<file path="config.mk">
export PLATFORM = sky130hd
export DESIGN_NAME = l2_tlb_top
export DESIGN_NICKNAME = d
export VERILOG_FILES = /design/src/verilog/l2_tlb_pkg.sv /design/src/verilog/l2_tlb_array.sv /design/src/verilog/l2_tlb_ctrl.sv /design/src/verilog/l2_tlb_mshr.sv /design/src/verilog/l2_tlb_top.sv
export VERILOG_INCLUDE_DIRS = /design/src /design/src/verilog
export SDC_FILE = /design/constraint.sdc
export NUM_CORES = 1
export LEC_CHECK = 0
export BUFFER_PORTS_ARGS = -buffer_cell sky130_fd_sc_hd__buf_2
export CORE_MARGIN = 1.5
export CORE_UTILIZATION = 36
export CTS_CLUSTER_SIZE = 16
export DETAILED_ROUTE_END_ITERATION = 16
export GPL_TIMING_DRIVEN = 0
export HOLD_SLACK_MARGIN = 0.08
export SYNTH_ARGS = -nofsm -noshare
export SYNTH_HDL_FRONTEND = slang
export SYNTH_SLANG_ARGS = --single-unit
</file>
<file path="constraint.sdc">
create_clock -name clk_i -period 4 [get_ports clk_i]
set_clock_uncertainty 0.15 [all_clocks]
set_input_delay 0.2 -clock clk_i [delete_from_list [all_inputs] [get_ports clk_i]]
set_output_delay 0.2 -clock clk_i [all_outputs]
set_load 0.01 [all_outputs]
</file>
<file path="src/verilog/l2_tlb_config.svh">
// L2 TLB configuration
// Widths and sizes shared by the package and the RTL modules

`ifndef L2_TLB_CONFIG_SVH
`define L2_TLB_CONFIG_SVH

// Virtual page number width
`define L2_TLB_VPN_W 16

// Physical page number width
`define L2_TLB_PPN_W 12

// Sets in the direct-mapped translation array
`define L2_TLB_SETS 16

// Pending misses held in the MSHR FIFO, not counting the waiting slot
`define L2_TLB_MSHR_ENTRIES 4

`endif

</file>
<file path="src/verilog/l2_tlb_pkg.sv">
// L2 TLB package
// Page number types, requester and walk-state encodings, request and response structs

`include "l2_tlb_config.svh"

package l2_tlb_pkg;

  // Page numbers
  typedef logic [`L2_TLB_VPN_W-1:0] vpn_t;
  typedef logic [`L2_TLB_PPN_W-1:0] ppn_t;

  // Requester of a translation, returned with the response
  typedef enum logic {
    ITLB = 1'b0,
    DTLB = 1'b1
  } tlb_dest_e;

  // One walk in flight at most
  typedef enum logic {
    WALK_IDLE = 1'b0,
    WALK_BUSY = 1'b1
  } walk_state_e;

  // Miss request from the first-level TLBs, 17 bits
  typedef struct packed {
    vpn_t      vpn;
    tlb_dest_e dest;
  } tlb_req_t;

  // Translation response, 29 bits
  typedef struct packed {
    vpn_t      vpn;
    ppn_t      ppn;
    tlb_dest_e dest;
  } tlb_resp_t;

endpackage

</file>
<file path="src/verilog/l2_tlb_array.sv">
// L2 TLB translation array
// Direct-mapped VPN to PPN store with registered lookup, fill and flush

`timescale 1ns/10ps

`include "l2_tlb_config.svh"

module l2_tlb_array #(
  parameter int unsigned SETS = `L2_TLB_SETS
) (
  input  logic             clk_i,
  input  logic             rst_ni,
  input  logic             flush_i,
  input  logic             lookup_i,
  input  logic             fill_i,
  input  l2_tlb_pkg::vpn_t lookup_vpn_i,
  input  l2_tlb_pkg::vpn_t fill_vpn_i,
  input  l2_tlb_pkg::ppn_t fill_ppn_i,
  output logic             lookup_done_o,
  output logic             hit_o,
  output l2_tlb_pkg::ppn_t ppn_o
);

  import l2_tlb_pkg::*;

  localparam int unsigned IDX_W = $clog2(SETS);
  localparam int unsigned TAG_W = `L2_TLB_VPN_W - IDX_W;

  typedef logic [IDX_W-1:0] idx_t;
  typedef logic [TAG_W-1:0] tag_t;

  logic [SETS-1:0] valid_q;
  tag_t            tag_q [SETS];
  ppn_t            ppn_q [SETS];
  idx_t            lookup_idx;
  idx_t            fill_idx;
  tag_t            lookup_tag;
  tag_t            fill_tag;
  logic            done_q;
  logic            hit_q;
  ppn_t            rd_ppn_q;

  // Index from low VPN bits, tag from the rest
  assign lookup_idx = lookup_vpn_i[IDX_W-1:0];
  assign lookup_tag = lookup_vpn_i[`L2_TLB_VPN_W-1:IDX_W];
  assign fill_idx   = fill_vpn_i[IDX_W-1:0];
  assign fill_tag   = fill_vpn_i[`L2_TLB_VPN_W-1:IDX_W];

  // Flush wins over a fill in the same cycle
  always_ff @(posedge clk_i or negedge rst_ni) begin
    if (!rst_ni) begin
      valid_q <= '0;
    end else if (flush_i) begin
      valid_q <= '0;
    end else if (fill_i) begin
      valid_q[fill_idx] <= 1'b1;
    end
  end

  // A fill simply overwrites the set
  always_ff @(posedge clk_i) begin
    if (fill_i) begin
      tag_q[fill_idx] <= fill_tag;
      ppn_q[fill_idx] <= fill_ppn_i;
    end
  end

  // Lookup reads the old contents, a concurrent fill shows up next time
  always_ff @(posedge clk_i or negedge rst_ni) begin
    if (!rst_ni) begin
      done_q <= 1'b0;
      hit_q  <= 1'b0;
    end else begin
      done_q <= lookup_i;
      hit_q  <= lookup_i & ~flush_i & valid_q[lookup_idx] &
                (tag_q[lookup_idx] == lookup_tag);
    end
  end

  always_ff @(posedge clk_i) begin
    if (lookup_i) begin
      rd_ppn_q <= ppn_q[lookup_idx];
    end
  end

  assign lookup_done_o = done_q;
  assign hit_o         = hit_q;
  assign ppn_o         = rd_ppn_q;

endmodule

</file>
<file path="src/verilog/l2_tlb_ctrl.sv">
// L2 TLB miss controller
// Turns lookup results, MSHR status and PTW answers into responses,
// MSHR updates, array fills and walk requests

`timescale 1ns/10ps

module l2_tlb_ctrl (
  input  logic                  clk_i,
  input  logic                  rst_ni,
  input  logic                  flush_i,
  input  logic                  req_valid_i,
  input  l2_tlb_pkg::tlb_req_t  req_i,
  output logic                  busy_o,
  output logic                  resp_valid_o,
  output l2_tlb_pkg::tlb_resp_t resp_o,
  output logic                  lookup_o,
  output l2_tlb_pkg::vpn_t      lookup_vpn_o,
  output logic                  fill_o,
  output l2_tlb_pkg::vpn_t      fill_vpn_o,
  output l2_tlb_pkg::ppn_t      fill_ppn_o,
  input  logic                  lookup_done_i,
  input  logic                  hit_i,
  input  l2_tlb_pkg::ppn_t      ppn_i,
  output logic                  add_entry_o,
  output logic                  let_entry_waiting_o,
  output logic                  rm_entry_o,
  output l2_tlb_pkg::tlb_req_t  add_req_o,
  input  logic                  req_available_i,
  input  logic                  mshr_full_i,
  input  l2_tlb_pkg::vpn_t      ptw_ans_vpn_i,
  input  l2_tlb_pkg::tlb_dest_e ptw_ans_dest_i,
  output logic                  ptw_req_o,
  input  logic                  ptw_ans_valid_i,
  input  l2_tlb_pkg::ppn_t      ptw_ans_ppn_i
);

  import l2_tlb_pkg::*;

  walk_state_e state_q;
  walk_state_e state_d;
  tlb_req_t    req_q;
  tlb_resp_t   hit_resp;
  tlb_resp_t   fresp_q;
  tlb_resp_t   skid_q;
  logic        fresp_valid_q;
  logic        skid_valid_q;
  logic        accept;
  logic        hit_now;

  // One request per two cycles at most
  assign busy_o = lookup_done_i | mshr_full_i | skid_valid_q;
  assign accept = req_valid_i & ~busy_o;

  // Lookup launched on acceptance, request kept for the result cycle
  assign lookup_o     = accept;
  assign lookup_vpn_o = req_i.vpn;

  always_ff @(posedge clk_i) begin
    if (accept) begin
      req_q <= req_i;
    end
  end

  assign hit_now  = lookup_done_i & hit_i;
  assign hit_resp = '{vpn: req_q.vpn, ppn: ppn_i, dest: req_q.dest};

  // Misses queue in arrival order
  assign add_entry_o = lookup_done_i & ~hit_i;
  assign add_req_o   = req_q;

  // Walk FSM, head of the MSHR starts a walk when none is running
  always_comb begin
    state_d             = state_q;
    ptw_req_o           = 1'b0;
    let_entry_waiting_o = 1'b0;
    rm_entry_o          = 1'b0;
    case (state_q)
      WALK_IDLE: begin
        if (req_available_i) begin
          ptw_req_o           = 1'b1;
          let_entry_waiting_o = 1'b1;
          state_d             = WALK_BUSY;
        end
      end
      WALK_BUSY: begin
        if (ptw_ans_valid_i) begin
          rm_entry_o = 1'b1;
          state_d    = WALK_IDLE;
        end
      end
      default: state_d = WALK_IDLE;
    endcase
  end

  // Answer refills the array in its own cycle
  assign fill_o     = ptw_ans_valid_i;
  assign fill_vpn_o = ptw_ans_vpn_i;
  assign fill_ppn_o = ptw_ans_ppn_i;

  always_ff @(posedge clk_i or negedge rst_ni) begin
    if (!rst_ni) begin
      state_q       <= WALK_IDLE;
      fresp_valid_q <= 1'b0;
      skid_valid_q  <= 1'b0;
    end else begin
      state_q       <= state_d;
      fresp_valid_q <= ptw_ans_valid_i;
      // Hit parked behind a fill response, drained once the port is free
      if (hit_now && (fresp_valid_q || skid_valid_q)) begin
        skid_valid_q <= 1'b1;
      end else if (!fresp_valid_q) begin
        skid_valid_q <= 1'b0;
      end
    end
  end

  always_ff @(posedge clk_i) begin
    if (ptw_ans_valid_i) begin
      fresp_q <= '{vpn: ptw_ans_vpn_i, ppn: ptw_ans_ppn_i, dest: ptw_ans_dest_i};
    end
    if (hit_now && (fresp_valid_q || skid_valid_q)) begin
      skid_q <= hit_resp;
    end
  end

  // Fill response first, then skid, then a fresh hit
  assign resp_valid_o = fresp_valid_q | skid_valid_q | hit_now;
  assign resp_o       = fresp_valid_q ? fresp_q :
                        skid_valid_q  ? skid_q  : hit_resp;

  // PTW answers only the walk in progress
  ans_in_walk_a : assert property (@(posedge clk_i) disable iff (!rst_ni)
    ptw_ans_valid_i |-> state_q == WALK_BUSY);
  // Flush with nothing in flight or queued
  flush_idle_a : assert property (@(posedge clk_i) disable iff (!rst_ni)
    flush_i |-> state_q == WALK_IDLE && !req_available_i && !lookup_done_i);

endmodule

</file>
<file path="src/verilog/l2_tlb_mshr.sv">
// L2 TLB miss status holding registers
// In-order FIFO of missed VPNs without holes, plus one waiting slot
// that holds the VPN whose page walk is in progress

`timescale 1ns/10ps

`include "l2_tlb_config.svh"

module l2_tlb_mshr #(
  parameter int unsigned N = `L2_TLB_MSHR_ENTRIES
) (
  input  logic                  clk_i,
  input  logic                  rst_ni,
  input  logic                  clr_mshr_i,
  input  logic                  add_entry_i,
  input  logic                  rm_entry_i,
  input  logic                  let_entry_waiting_i,
  input  l2_tlb_pkg::vpn_t      vpn_i,
  input  l2_tlb_pkg::tlb_dest_e destination_i,
  output logic                  req_available_o,
  output logic                  mshr_full_o,
  output l2_tlb_pkg::vpn_t      ptw_req_vpn_o,
  output l2_tlb_pkg::vpn_t      ptw_ans_vpn_o,
  output l2_tlb_pkg::tlb_dest_e destination_o
);

  import l2_tlb_pkg::*;

  localparam int unsigned PTR_W = $clog2(N);

  // FIFO storage, a place is occupied while its valid bit is set
  tlb_req_t         entry_q [N];
  logic [N-1:0]     valid_q;
  logic [PTR_W-1:0] free_ptr_q;
  logic [PTR_W-1:0] older_ptr_q;

  // Entry under walk, leaves the FIFO when it moves here
  tlb_req_t         waiting_q;
  logic             waiting_valid_q;

  // Pointers wrap after the last entry
  function automatic logic [PTR_W-1:0] next_ptr(input logic [PTR_W-1:0] ptr);
    if (ptr == PTR_W'(N - 1)) begin
      return '0;
    end
    return ptr + 1'b1;
  endfunction

  // Add and hand-over may coincide, both pointers then advance
  always_ff @(posedge clk_i or negedge rst_ni) begin
    if (!rst_ni) begin
      free_ptr_q  <= '0;
      older_ptr_q <= '0;
      valid_q     <= '0;
    end else if (clr_mshr_i) begin
      free_ptr_q  <= '0;
      older_ptr_q <= '0;
      valid_q     <= '0;
    end else begin
      if (add_entry_i) begin
        free_ptr_q          <= next_ptr(free_ptr_q);
        valid_q[free_ptr_q] <= 1'b1;
      end
      if (let_entry_waiting_i) begin
        older_ptr_q          <= next_ptr(older_ptr_q);
        valid_q[older_ptr_q] <= 1'b0;
      end
    end
  end

  // Payload written at the free place
  always_ff @(posedge clk_i) begin
    if (add_entry_i) begin
      entry_q[free_ptr_q].vpn  <= vpn_i;
      entry_q[free_ptr_q].dest <= destination_i;
    end
  end

  // Oldest entry copied into the waiting slot when its walk starts
  always_ff @(posedge clk_i) begin
    if (let_entry_waiting_i) begin
      waiting_q <= entry_q[older_ptr_q];
    end
  end

  // Slot is busy from the walk request until the answer
  always_ff @(posedge clk_i or negedge rst_ni) begin
    if (!rst_ni) begin
      waiting_valid_q <= 1'b0;
    end else if (clr_mshr_i) begin
      waiting_valid_q <= 1'b0;
    end else if (let_entry_waiting_i) begin
      waiting_valid_q <= 1'b1;
    end else if (rm_entry_i) begin
      waiting_valid_q <= 1'b0;
    end
  end

  // Status
  assign mshr_full_o     = &valid_q;
  assign req_available_o = |valid_q;

  // Head feeds the walk request, waiting slot tags the answer
  assign ptw_req_vpn_o = entry_q[older_ptr_q].vpn;
  assign ptw_ans_vpn_o = waiting_q.vpn;
  assign destination_o = waiting_q.dest;

  // Controller must respect busy and walk order
  add_not_full_a : assert property (@(posedge clk_i) disable iff (!rst_ni)
    add_entry_i |-> !mshr_full_o);
  let_not_empty_a : assert property (@(posedge clk_i) disable iff (!rst_ni)
    let_entry_waiting_i |-> req_available_o);
  // An answer always follows a handed-over entry
  rm_after_let_a : assert property (@(posedge clk_i) disable iff (!rst_ni)
    rm_entry_i |-> waiting_valid_q);

endmodule

</file>
<file path="src/verilog/l2_tlb_top.sv">
// L2 TLB miss-handling core
// Shared ITLB/DTLB miss stream served by a direct-mapped array,
// an in-order MSHR and a single-walk controller

`timescale 1ns/10ps

module l2_tlb_top (
  input  logic                  clk_i,
  input  logic                  rst_ni,
  input  logic                  flush_i,
  input  logic                  req_valid_i,
  input  l2_tlb_pkg::tlb_req_t  req_i,
  output logic                  busy_o,
  output logic                  resp_valid_o,
  output l2_tlb_pkg::tlb_resp_t resp_o,
  output logic                  ptw_req_o,
  output l2_tlb_pkg::vpn_t      ptw_req_vpn_o,
  input  logic                  ptw_ans_valid_i,
  input  l2_tlb_pkg::ppn_t      ptw_ans_ppn_i
);

  import l2_tlb_pkg::*;

  // Array side
  logic      lookup;
  vpn_t      lookup_vpn;
  logic      fill;
  vpn_t      fill_vpn;
  ppn_t      fill_ppn;
  logic      lookup_done;
  logic      hit;
  ppn_t      hit_ppn;

  // MSHR side
  logic      add_entry;
  logic      let_entry_waiting;
  logic      rm_entry;
  tlb_req_t  add_req;
  logic      req_available;
  logic      mshr_full;
  vpn_t      ans_vpn;
  tlb_dest_e ans_dest;

  l2_tlb_array u_array (
    .clk_i         (clk_i),
    .rst_ni        (rst_ni),
    .flush_i       (flush_i),
    .lookup_i      (lookup),
    .fill_i        (fill),
    .lookup_vpn_i  (lookup_vpn),
    .fill_vpn_i    (fill_vpn),
    .fill_ppn_i    (fill_ppn),
    .lookup_done_o (lookup_done),
    .hit_o         (hit),
    .ppn_o         (hit_ppn)
  );

  // Head VPN drives the walk request port directly
  l2_tlb_mshr u_mshr (
    .clk_i               (clk_i),
    .rst_ni              (rst_ni),
    .clr_mshr_i          (flush_i),
    .add_entry_i         (add_entry),
    .rm_entry_i          (rm_entry),
    .let_entry_waiting_i (let_entry_waiting),
    .vpn_i               (add_req.vpn),
    .destination_i       (add_req.dest),
    .req_available_o     (req_available),
    .mshr_full_o         (mshr_full),
    .ptw_req_vpn_o       (ptw_req_vpn_o),
    .ptw_ans_vpn_o       (ans_vpn),
    .destination_o       (ans_dest)
  );

  l2_tlb_ctrl u_ctrl (
    .clk_i               (clk_i),
    .rst_ni              (rst_ni),
    .flush_i             (flush_i),
    .req_valid_i         (req_valid_i),
    .req_i               (req_i),
    .busy_o              (busy_o),
    .resp_valid_o        (resp_valid_o),
    .resp_o              (resp_o),
    .lookup_o            (lookup),
    .lookup_vpn_o        (lookup_vpn),
    .fill_o              (fill),
    .fill_vpn_o          (fill_vpn),
    .fill_ppn_o          (fill_ppn),
    .lookup_done_i       (lookup_done),
    .hit_i               (hit),
    .ppn_i               (hit_ppn),
    .add_entry_o         (add_entry),
    .let_entry_waiting_o (let_entry_waiting),
    .rm_entry_o          (rm_entry),
    .add_req_o           (add_req),
    .req_available_i     (req_available),
    .mshr_full_i         (mshr_full),
    .ptw_ans_vpn_i       (ans_vpn),
    .ptw_ans_dest_i      (ans_dest),
    .ptw_req_o           (ptw_req_o),
    .ptw_ans_valid_i     (ptw_ans_valid_i),
    .ptw_ans_ppn_i       (ptw_ans_ppn_i)
  );

endmodule
</file>
==> impl_metrics.env, run 1 <==
export IMPL_status="finished, final reports clean"
export IMPL_synth_edff_count=556
export IMPL_drc=0
export IMPL_synth_compound_area_frac=0.0141
export IMPL_die_w_um=252
export IMPL_final_net_count=1268
export IMPL_synth_area_top_cells="edfxtp_1, mux4_2, dfrtp_1, mux2i_1, nor2_1"
export IMPL_num_rows=91
export IMPL_ys_flop_type="edfxtp_1"
export IMPL_p_leak_uw=0.00862
export IMPL_synthTopCellsByCount="edfxtp_1, mux4_2, nor2_1"
export IMPL_path_max_fanout=10
export IMPL_seqPwrFrac=0.536
export IMPL_vias=11000
export IMPL_synth_top_family_by_area="multiplexers"
export IMPL_syn_area_per_cell_um2=21.7
export IMPL_drt_total_wl_um=53800
export IMPL_p_sw_uw=2980
export IMPL_synth_nets=1070
export IMPL_worst_slew_pin_slew_ps=1270
export IMPL_synth_adder_area_share=0.00449
export IMPL_max_vdd_ir_drop_uv=331
export IMPL_power_density_nw_per_um2=507
export IMPL_yosys_warnings=0
export IMPL_cp_arrival_ps=3640
export IMPL_critical_path_required_ps=4170
export IMPL_cp_start_kind="input port"
export IMPL_port_buffers=80
export IMPL_grt_pass1_wl_um=77300
export IMPL_yosysSeqAreaShare=0.782
export IMPL_hold_class="in2reg"
export IMPL_p_int_uw=10400
export IMPL_finalCritPeriodShare=0.867
export IMPL_synth_top_area_share=0.749
export IMPL_clock_tree_buffer_depth=3
export IMPL_grt_pass1_vias=11100
export IMPL_yosys_area_share_xor_xnor=0.00825
export IMPL_timing_fmax_ghz=0.288
export IMPL_cts_sinks=585
export IMPL_netlist_area_um2=22300
export IMPL_place_gp_congestion=0.774
export IMPL_antenna_found_initial=3
export IMPL_hold_viol_final=0
export IMPL_clkPwrFrac=0.390
export IMPL_initial_core_util=0.362
export IMPL_drive_above_1_share=0.283
export IMPL_drv_cap=0
export IMPL_cts_max_level=2
export IMPL_max_slew_margin_rel=0.151
export IMPL_routedWlPerCell_um=26.0
export IMPL_core_area_um2=61500
export IMPL_grt_ovfl_total=0
export IMPL_grt_use_total=0.171
export IMPL_area_growth_pct=18.7
export IMPL_ys_ff_latch=585
export IMPL_p_sw_frac=0.222
export IMPL_drtPass1Iterations=7
export IMPL_chipHeight_um=252
export IMPL_dp_hpwl_um=34600
export IMPL_post_synth_top_count_cell="edfxtp_1"
export IMPL_yosys_area_share_simple=0.0253
export IMPL_comb_power_share=0.074
export IMPL_via_per_inst=5.31
export IMPL_synthArstFlopShare=0.0496
export IMPL_yosysTopAreaCell="edfxtp_1"
export IMPL_io_pins=82
export IMPL_cts_root_buf="clkbuf_16"
export IMPL_maxSlewViolCount=0
export IMPL_rsz0062_at_grt="no"
export IMPL_cts_made_buffers=56
export IMPL_die_area_um2=63400
export IMPL_muxShareOfSynthArea=0.154
export IMPL_insertion_delay_ps=610
export IMPL_grt_max_degree=36
export IMPL_cts_tree="yes"
export IMPL_drt_iter0_drc=1095
export IMPL_fin_crit_ps=3470
export IMPL_post_cts_buffers=0
export IMPL_dp_cells=1924
export IMPL_endpoint_kind="flip-flop"
export IMPL_fin_tns_setup_ps=0
export IMPL_stdcell_count=2065
export IMPL_antenna_left=0
export IMPL_clk_pin_slew_ps=60
export IMPL_syn_instance_count=1028
export IMPL_path_class="in2reg"
export IMPL_ys_types=45
export IMPL_setup_violations=0
## path summary, 6_finish.rpt
path	from	slack, ps	cells after the start	to
setup / recovery	req_i[2]	530	9	u_array.ppn_o[8]
hold / removal	ptw_ans_valid_i	140	1	u_ctrl.fresp_valid_q
setup reg to reg	u_mshr.older_ptr_q[0]	1320	3	u_mshr.ptw_ans_vpn_o[14]
hold reg to reg	u_mshr.destination_o	280	0	u_ctrl.fresp_q[0]
max in group asynchronous	rst_ni	3030	4	u_array.valid_q[5]
min in group asynchronous	rst_ni	500	4	u_array.valid_q[3]
## worst max-delay path, cell delays in order
cell and delay [ps]:
dlygate4sd3_1 520, buf_2 140, buf_4 210, buf_4 260
buf_4 290, buf_2 310, buf_1 790, mux4_2 430
mux4_2 470
## layout make-up
cell class	count	area, um2
Multi-Input combinational cell	390	4730
Timing Repair Buffer	140	1210
Buffer	47	244
Clock buffer	71	1520
Sequential cell	585	17400
Fill cell	5264	35000
Inverter	6	22.5
Tap cell	790	988
Clock inverter	35	302
Antenna cell	1	2.50
## logic make-up after synthesis
| group | after synthesis |
|---|---|
| AND/OR/NAND/NOR | 129 |
| multiplexers | 182 |
| XOR/XNOR | 21 |
| buffers and inverters | 53 |
| AO/OA/AOI/OAI | 50 |
| flip-flops | 585 |
| adder cells (fa/ha/maj) | 8 |
## metrics by stage
step,area (um2),setup slack [ps],hold slack (ps),util,total power [uW]
4_1_cts,26400,525,131,0.430,13500
3_5_place_dp,24300,465,139,0.395,8300
5_1_grt,26400,428,136,0.430,13800
6_report,26400,531,138,0.430,13400
3_3_place_gp,23700,-2340,123,0.385,8220
2_1_floorplan,22300,762,-246,-,7790
## metal layers
layer / track usage / part of all wire
met5: 0 / 0.00022
met4: 0.0452 / 0.020
met3: 0.0255 / 0.072
met2: 0.276 / 0.48
met1: 0.245 / 0.43
## power by group through the flow
stage	clock, uW	combinational [uW]	sequential [uW]
after global placement	0	907	7310
after global routing	5540	1060	7220
final	5230	989	7190
after detailed placement	0	975	7320
after CTS	5310	1010	7190
after floorplan	0	547	7240
## flip-flops by register name, summed over array words and instances (netlist names), 2 cells and up
name,cells
u_mshr.entry_q,68
u_ctrl.skid_q,29
u_array.tag_q,192
u_array.ppn_q,192
u_array.ppn_o,12
u_mshr.free_ptr_q,2
u_ctrl.add_req_o,17
u_array.valid_q,16
u_mshr.older_ptr_q,2
u_mshr.ptw_ans_vpn_o,16
u_mshr.valid_q,4
u_ctrl.fresp_q,29
## what timing repair did
action | CTS | global route
hold buffers | 34 | 0
hold endpoints to repair | 263 | 0
gates resized for setup | 0 | 0
## cells in the final DEF (no fill, tap or decap), types with 3 or more instances in the layout
cell type / count
and2_1: 4
edfxtp_1: 556
buf_4: 8
buf_16: 5
o21ai_0: 31
clkbuf_1: 30
dlygate4sd3_1: 33
buf_2: 92
nand2_1: 37
nor2_4: 15
mux4_1: 6
nand3b_1: 3
xor2_1: 4
clkinv_2: 13
nor2_1: 46
mux2i_1: 52
ha_1: 8
mux4_2: 121
clkinv_1: 12
buf_6: 12
inv_1: 6
xnor2_1: 17
buf_1: 4
mux2_2: 3
nor3_2: 4
clkbuf_8: 4
a211oi_1: 4
buf_8: 3
clkbuf_16: 57
nand3_1: 6
buf_12: 10
bufinv_16: 5
dfrtp_1: 29
nor2b_1: 3
(Power assumes the default switching activity.)
==> run 2, diff against run 1 <==
Settings changed: GPL_TIMING_DRIVEN 0 to not set.
Clock period 4 ns to 3.91 ns, I/O delays scaled along.
==> impl_metrics.env, run 2 (synthesis gave the netlist of run 1 again) <==
export IMPL_status="finished, final reports clean"
export IMPL_grt_ovfl_total=0
export IMPL_fin_tns_setup_ps=0
export IMPL_antenna_left=0
export IMPL_grt_pass1_vias=10700
export IMPL_drt_total_wl_um=50600
export IMPL_final_net_count=1223
export IMPL_die_area_um2=63400
export IMPL_largest_registers="u_array.ppn_q: 192 flops, u_array.tag_q: 192 flops, u_mshr.entry_q: 68 flops"
export IMPL_initial_core_util=0.362
export IMPL_drc=0
export IMPL_dp_hpwl_um=28300
export IMPL_grt_use_total=0.160
export IMPL_chipHeight_um=252
export IMPL_finalPower_uw=13500
export IMPL_cts_tree="yes"
export IMPL_final_cell_mix="edfxtp_1, mux4_2, buf_2, clkbuf_16, mux2i_1"
export IMPL_core_area_um2=61500
export IMPL_layout_commonest_cell="edfxtp_1"
export IMPL_hold_viol_final=0
export IMPL_path_max_fanout=11
export IMPL_maxSlewViolCount=0
export IMPL_io_pins=82
export IMPL_cts_max_level=2
export IMPL_area_growth_pct=16.2
export IMPL_cp_start_kind="flip-flop"
export IMPL_vias=10500
export IMPL_timing_fmax_ghz=0.338
export IMPL_insertion_delay_ps=630
export IMPL_drv_cap=0
export IMPL_routedWlPerCell_um=25.2
export IMPL_setup_violations=0
export IMPL_hold_class="in2reg"
export IMPL_antennaDiodeCount=0
export IMPL_post_cts_buffers=0
export IMPL_cts_root_buf="clkbuf_16"
export IMPL_port_buffers=81
export IMPL_finalCritPeriodShare=0.757
export IMPL_path_class="reg2out"
export IMPL_comb_power_share=0.069
export IMPL_worst_slew_pin_slew_ps=1160
export IMPL_place_gp_congestion=0.735
export IMPL_die_w_um=252
export IMPL_via_per_inst=5.23
export IMPL_seqPwrFrac=0.547
export IMPL_max_vdd_ir_drop_uv=353
export IMPL_num_rows=91
export IMPL_fin_crit_ps=2960
export IMPL_clk_pin_slew_ps=60
export IMPL_max_slew_margin_rel=0.227
export IMPL_grt_max_degree=51
export IMPL_clock_tree_buffer_depth=3
export IMPL_grt_pass1_wl_um=73500
export IMPL_antenna_found_initial=0
export IMPL_cp_arrival_ps=2620
export IMPL_critical_path_required_ps=3560
export IMPL_p_sw_uw=3020
export IMPL_endpoint_kind="output pin"
export IMPL_rsz0062_at_grt="no"
export IMPL_drive_above_1_share=0.272
export IMPL_cts_resized=0
export IMPL_cts_made_buffers=56
export IMPL_power_density_nw_per_um2=521
export IMPL_p_int_uw=10500
export IMPL_clkPwrFrac=0.384
export IMPL_drt_iter0_drc=761
export IMPL_p_sw_frac=0.224
export IMPL_p_leak_uw=0.00839
export IMPL_cts_sinks=585
export IMPL_drtPass1Iterations=4
-- run 2: cell count changes in the layout (fill, tap and decap cells not counted), moves of 3 or more --
cell           delta
buf_4            +19
clkbuf_1         -18
buf_2            -13
buf_6            -11
clkinv_2          -7
buf_12            -5
buf_16            -5
buf_1             -4
buf_8             -3
dlygate4sd3_1     -3
-- run 2: through the flow --
step,hold WS (ps),instance area (um2),worst slack [ps],cells,util
final,164,25900,949,2010,0.421
after global routing,163,25900,804,2010,0.421
after detailed placement,126,23900,929,1882,0.388
after CTS,125,25900,873,2010,0.421
after floorplan,-250,22300,672,1028,-
after global placement,116,23900,927,1882,0.388
-- run 2: what timing repair did --
action                                  4_1_cts  5_1_grt
endpoints found under the hold margin       275        0
endpoints found under the setup margin        0        0
hold buffers                                 31        0
-- run 2: worst max-delay path, stage by stage, from the launching register on --
cell	delay, ps
dfrtp_1	860
buf_4	370
mux4_2	590
buf_2	170
-- run 2: path summary, 6_finish.rpt --
| kind | start | end | slack, ps | cells after the start |
|---|---|---|---|---|
| worst max-delay path | u_mshr.older_ptr_q[0] | ptw_req_vpn_o[3] | 950 | 3 |
| min in group asynchronous | rst_ni | u_array.valid_q[2] | 500 | 4 |
| max in group asynchronous | rst_ni | u_ctrl.fresp_valid_q | 2930 | 4 |
| worst min register to register | u_mshr.destination_o | u_ctrl.fresp_q[0] | 280 | 0 |
| worst max register to register | u_mshr.ptw_ans_vpn_o[3] | u_array.tag_q[4][5] | 1510 | 3 |
| worst min-delay path | req_i[0] | u_ctrl.add_req_o[0] | 160 | 2 |
-- run 2: cell type report --
| cell class | instances | area [um2] |
|---|---|---|
| fillers | 5327 | 35600 |
| flip-flops and latches | 585 | 17400 |
| multi-input cells | 390 | 4730 |
| clock buffers | 71 | 1500 |
| repair buffers | 142 | 1010 |
| well taps | 790 | 988 |
| clock inverters | 26 | 226 |
| inverters | 6 | 22.5 |
-- run 2: routing by layer --
layer  vias to the layer above  share of wire  track usage
met4                         0          0.019       0.0390
met1                      5635           0.45        0.226
met5                         -              0            0
met2                       303           0.48        0.258
li1                       4520              -            -
met3                        62          0.053       0.0285
-- run 2: power by group through the flow --
stage               logic (uW)  registers (uW)  clock network, uW
floorplan                  559            7410                  0
global placement           906            7500                  0
detailed placement         912            7520                  0
CTS                        943            7390               5290
global route               997            7410               5510
finish                     924            7380               5180
==> run 3, diff against run 2 <==
Clock period 3.91 ns to 2.5 ns, I/O delays scaled along.
==> impl_metrics.env, run 3 (synthesis gave the netlist of run 1 again) <==
export IMPL_grt_pass1_vias=11000
export IMPL_vias=10900
export IMPL_port_buffers=81
export IMPL_endpoint_kind="flip-flop"
export IMPL_maxSlewViolCount=0
export IMPL_finalCritPeriodShare=0.961
export IMPL_finish_utilization=0.433
export IMPL_fin_tns_setup_ps=0
export IMPL_hold_end="u_ctrl.add_req_o[2]"
export IMPL_grt_pass1_wl_um=76100
export IMPL_hold_viol_final=0
export IMPL_highest_layer="met5"
export IMPL_path_class="in2reg"
export IMPL_status="finished, final reports clean"
export IMPL_worstHoldStart="req_i[2]"
export IMPL_max_stage_delay_ps=580
export IMPL_cts_made_buffers=58
export IMPL_antenna_found_initial=1
export IMPL_wl_met2_um=25400
export IMPL_layout_commonest_cell="edfxtp_1"
export IMPL_hold_depth=2
export IMPL_fill_cells=5192
export IMPL_num_rows=91
export IMPL_final_net_count=1275
export IMPL_timing_rr_end="u_array.hit_o"
export IMPL_drtPass1Iterations=5
export IMPL_cp_start_kind="input port"
export IMPL_comb_power_share=0.074
export IMPL_path_max_fanout=15
export IMPL_drive_above_1_share=0.306
export IMPL_drt_total_wl_um=52400
export IMPL_via_per_inst=5.24
export IMPL_layout_area_seq_um2=17400
export IMPL_rsz0062_at_grt="no"
export IMPL_largest_registers="u_array.ppn_q: 192 flops, u_array.tag_q: 192 flops, u_mshr.entry_q: 68 flops"
export IMPL_met1_length_um=22500
export IMPL_power_density_nw_per_um2=811
export IMPL_crit_slowest_cell="mux4_1"
export IMPL_hold_class="in2reg"
export IMPL_antennaDiodeCount=0
export IMPL_clock_tree_buffer_depth=3
export IMPL_fin_crit_ps=2400
export IMPL_r2r_start="u_array.tag_q[9][0]"
export IMPL_drc=0
export IMPL_p_int_uw=16800
export IMPL_final_cell_area_um2=26600
export IMPL_cts_tree="yes"
export IMPL_multiInputGateArea_um2=4750
export IMPL_timing_fmax_ghz=0.416
export IMPL_die_w_um=252
export IMPL_wl_met3_um=3380
export IMPL_cp_arrival_ps=2770
export IMPL_clk_pin_slew_ps=60
export IMPL_p_sw_uw=4830
export IMPL_dp_hpwl_um=31300
export IMPL_final_cell_mix="edfxtp_1, mux4_2, buf_2, clkbuf_16, buf_4"
export IMPL_p_sw_frac=0.223
export IMPL_finalWorstSetupSlack_ps=96.6
export IMPL_insertion_delay_ps=610
export IMPL_grt_use_total=0.166
export IMPL_dp_cells=1924
export IMPL_chipHeight_um=252
export IMPL_drv_cap=0
export IMPL_worst_slew_pin_slew_ps=752
export IMPL_antenna_left=0
export IMPL_rr_worst_depth=6
export IMPL_place_gp_congestion=0.757
export IMPL_core_area_um2=61500
export IMPL_cts_root_buf="clkbuf_16"
export IMPL_initial_core_util=0.362
export IMPL_io_pins=82
export IMPL_seqPwrFrac=0.533
export IMPL_cts_sinks=585
export IMPL_max_vdd_ir_drop_uv=524
export IMPL_die_area_um2=63400
export IMPL_path_cells="dlygate4sd3_1, buf_6, mux4_1, mux4_2, xor2_1, a211oi_2, nand4_1, nor4_2"
export IMPL_r2r_slack_ps=120
export IMPL_placed_area_um2=24400
export IMPL_routedWlPerCell_um=25.3
export IMPL_cts_max_level=2
export IMPL_grt_ovfl_total=0
export IMPL_p_leak_uw=0.00875
export IMPL_clkPwrFrac=0.394
export IMPL_drt_iter0_drc=929
export IMPL_max_slew_margin_rel=0.498
export IMPL_post_place_ws_ps=14.7
export IMPL_area_growth_pct=19.4
export IMPL_critical_path_required_ps=2860
export IMPL_setup_violations=0
export IMPL_grt_max_degree=43
export IMPL_stdcell_count=2072
[run 3: repair_timing]
item                                   in CTS  in global routing
setup endpoints to repair                   3                  2
buffers inserted                            0                  3
gates resized for setup                     3                  1
endpoints found under the hold margin     281                  0
hold buffers                               36                  0
[run 3: layer usage]
| metal | up-vias | track usage |
|---|---|---|
| met3 | 74 | 0.0308 |
| met1 | 5756 | 0.230 |
| li1 | 4628 | - |
| met2 | 390 | 0.272 |
| met5 | - | 0 |
| met4 | 2 | 0.0445 |
[run 3: metrics by stage]
| stage | power (uW) | hold WS (ps) |
|---|---|---|
| 4_1_cts | 21800 | 82.2 |
| 2_1_floorplan | 12500 | -321 |
| 3_3_place_gp | 13200 | 64.3 |
| 3_5_place_dp | 13300 | 64.2 |
| 5_1_grt | 22300 | 103 |
| 6_report | 21600 | 109 |
[run 3: area by class of cell]
class | instances | area share
flip-flops and latches | 585 | 0.655
multi-input cells | 390 | 0.179
clock buffers | 76 | 0.0594
repair buffers | 192 | 0.0586
well taps | 790 | 0.0371
clock inverters | 33 | 0.0109
inverters | 6 | 0.000846
[run 3: power groups by stage]
stage	sequential (uW)	combinational (uW)	clock, uW
2_1_floorplan	11600	877	0
3_3_place_gp	11700	1540	0
3_5_place_dp	11700	1560	0
4_1_cts	11500	1620	8660
5_1_grt	11600	1710	9040
6_report	11500	1590	8500
[run 3: worst max-delay path, delay by kind of cell]
kind / cells / cell delay [ps]
buffers and inverters: 2 / 810
xor gates and xnor gates: 1 / 200
AOI/OAI and AO/OA: 1 / 170
and+or+nand+nor: 2 / 380
muxes: 2 / 1070
[run 3: how the worst max path moves through the flow]
| stage | from | endpoint | slack (ps) | cells after the start |
|---|---|---|---|---|
| 6_report | req_i[1] | u_array.hit_o | 100 | 8 |
| 4_1_cts | u_ctrl.skid_valid_q | resp_o[16] | 30 | 4 |
| 3_5_place_dp | req_i[2] | u_array.ppn_o[6] | 10 | 5 |
| 3_3_place_gp | req_i[2] | u_array.ppn_o[10] | 80 | 5 |
| 5_1_grt | req_i[1] | u_array.hit_o | 10 | 9 |
| 2_1_floorplan | u_mshr.ptw_ans_vpn_o[1] | u_array.ppn_q[12][0] | -60 | 2 |
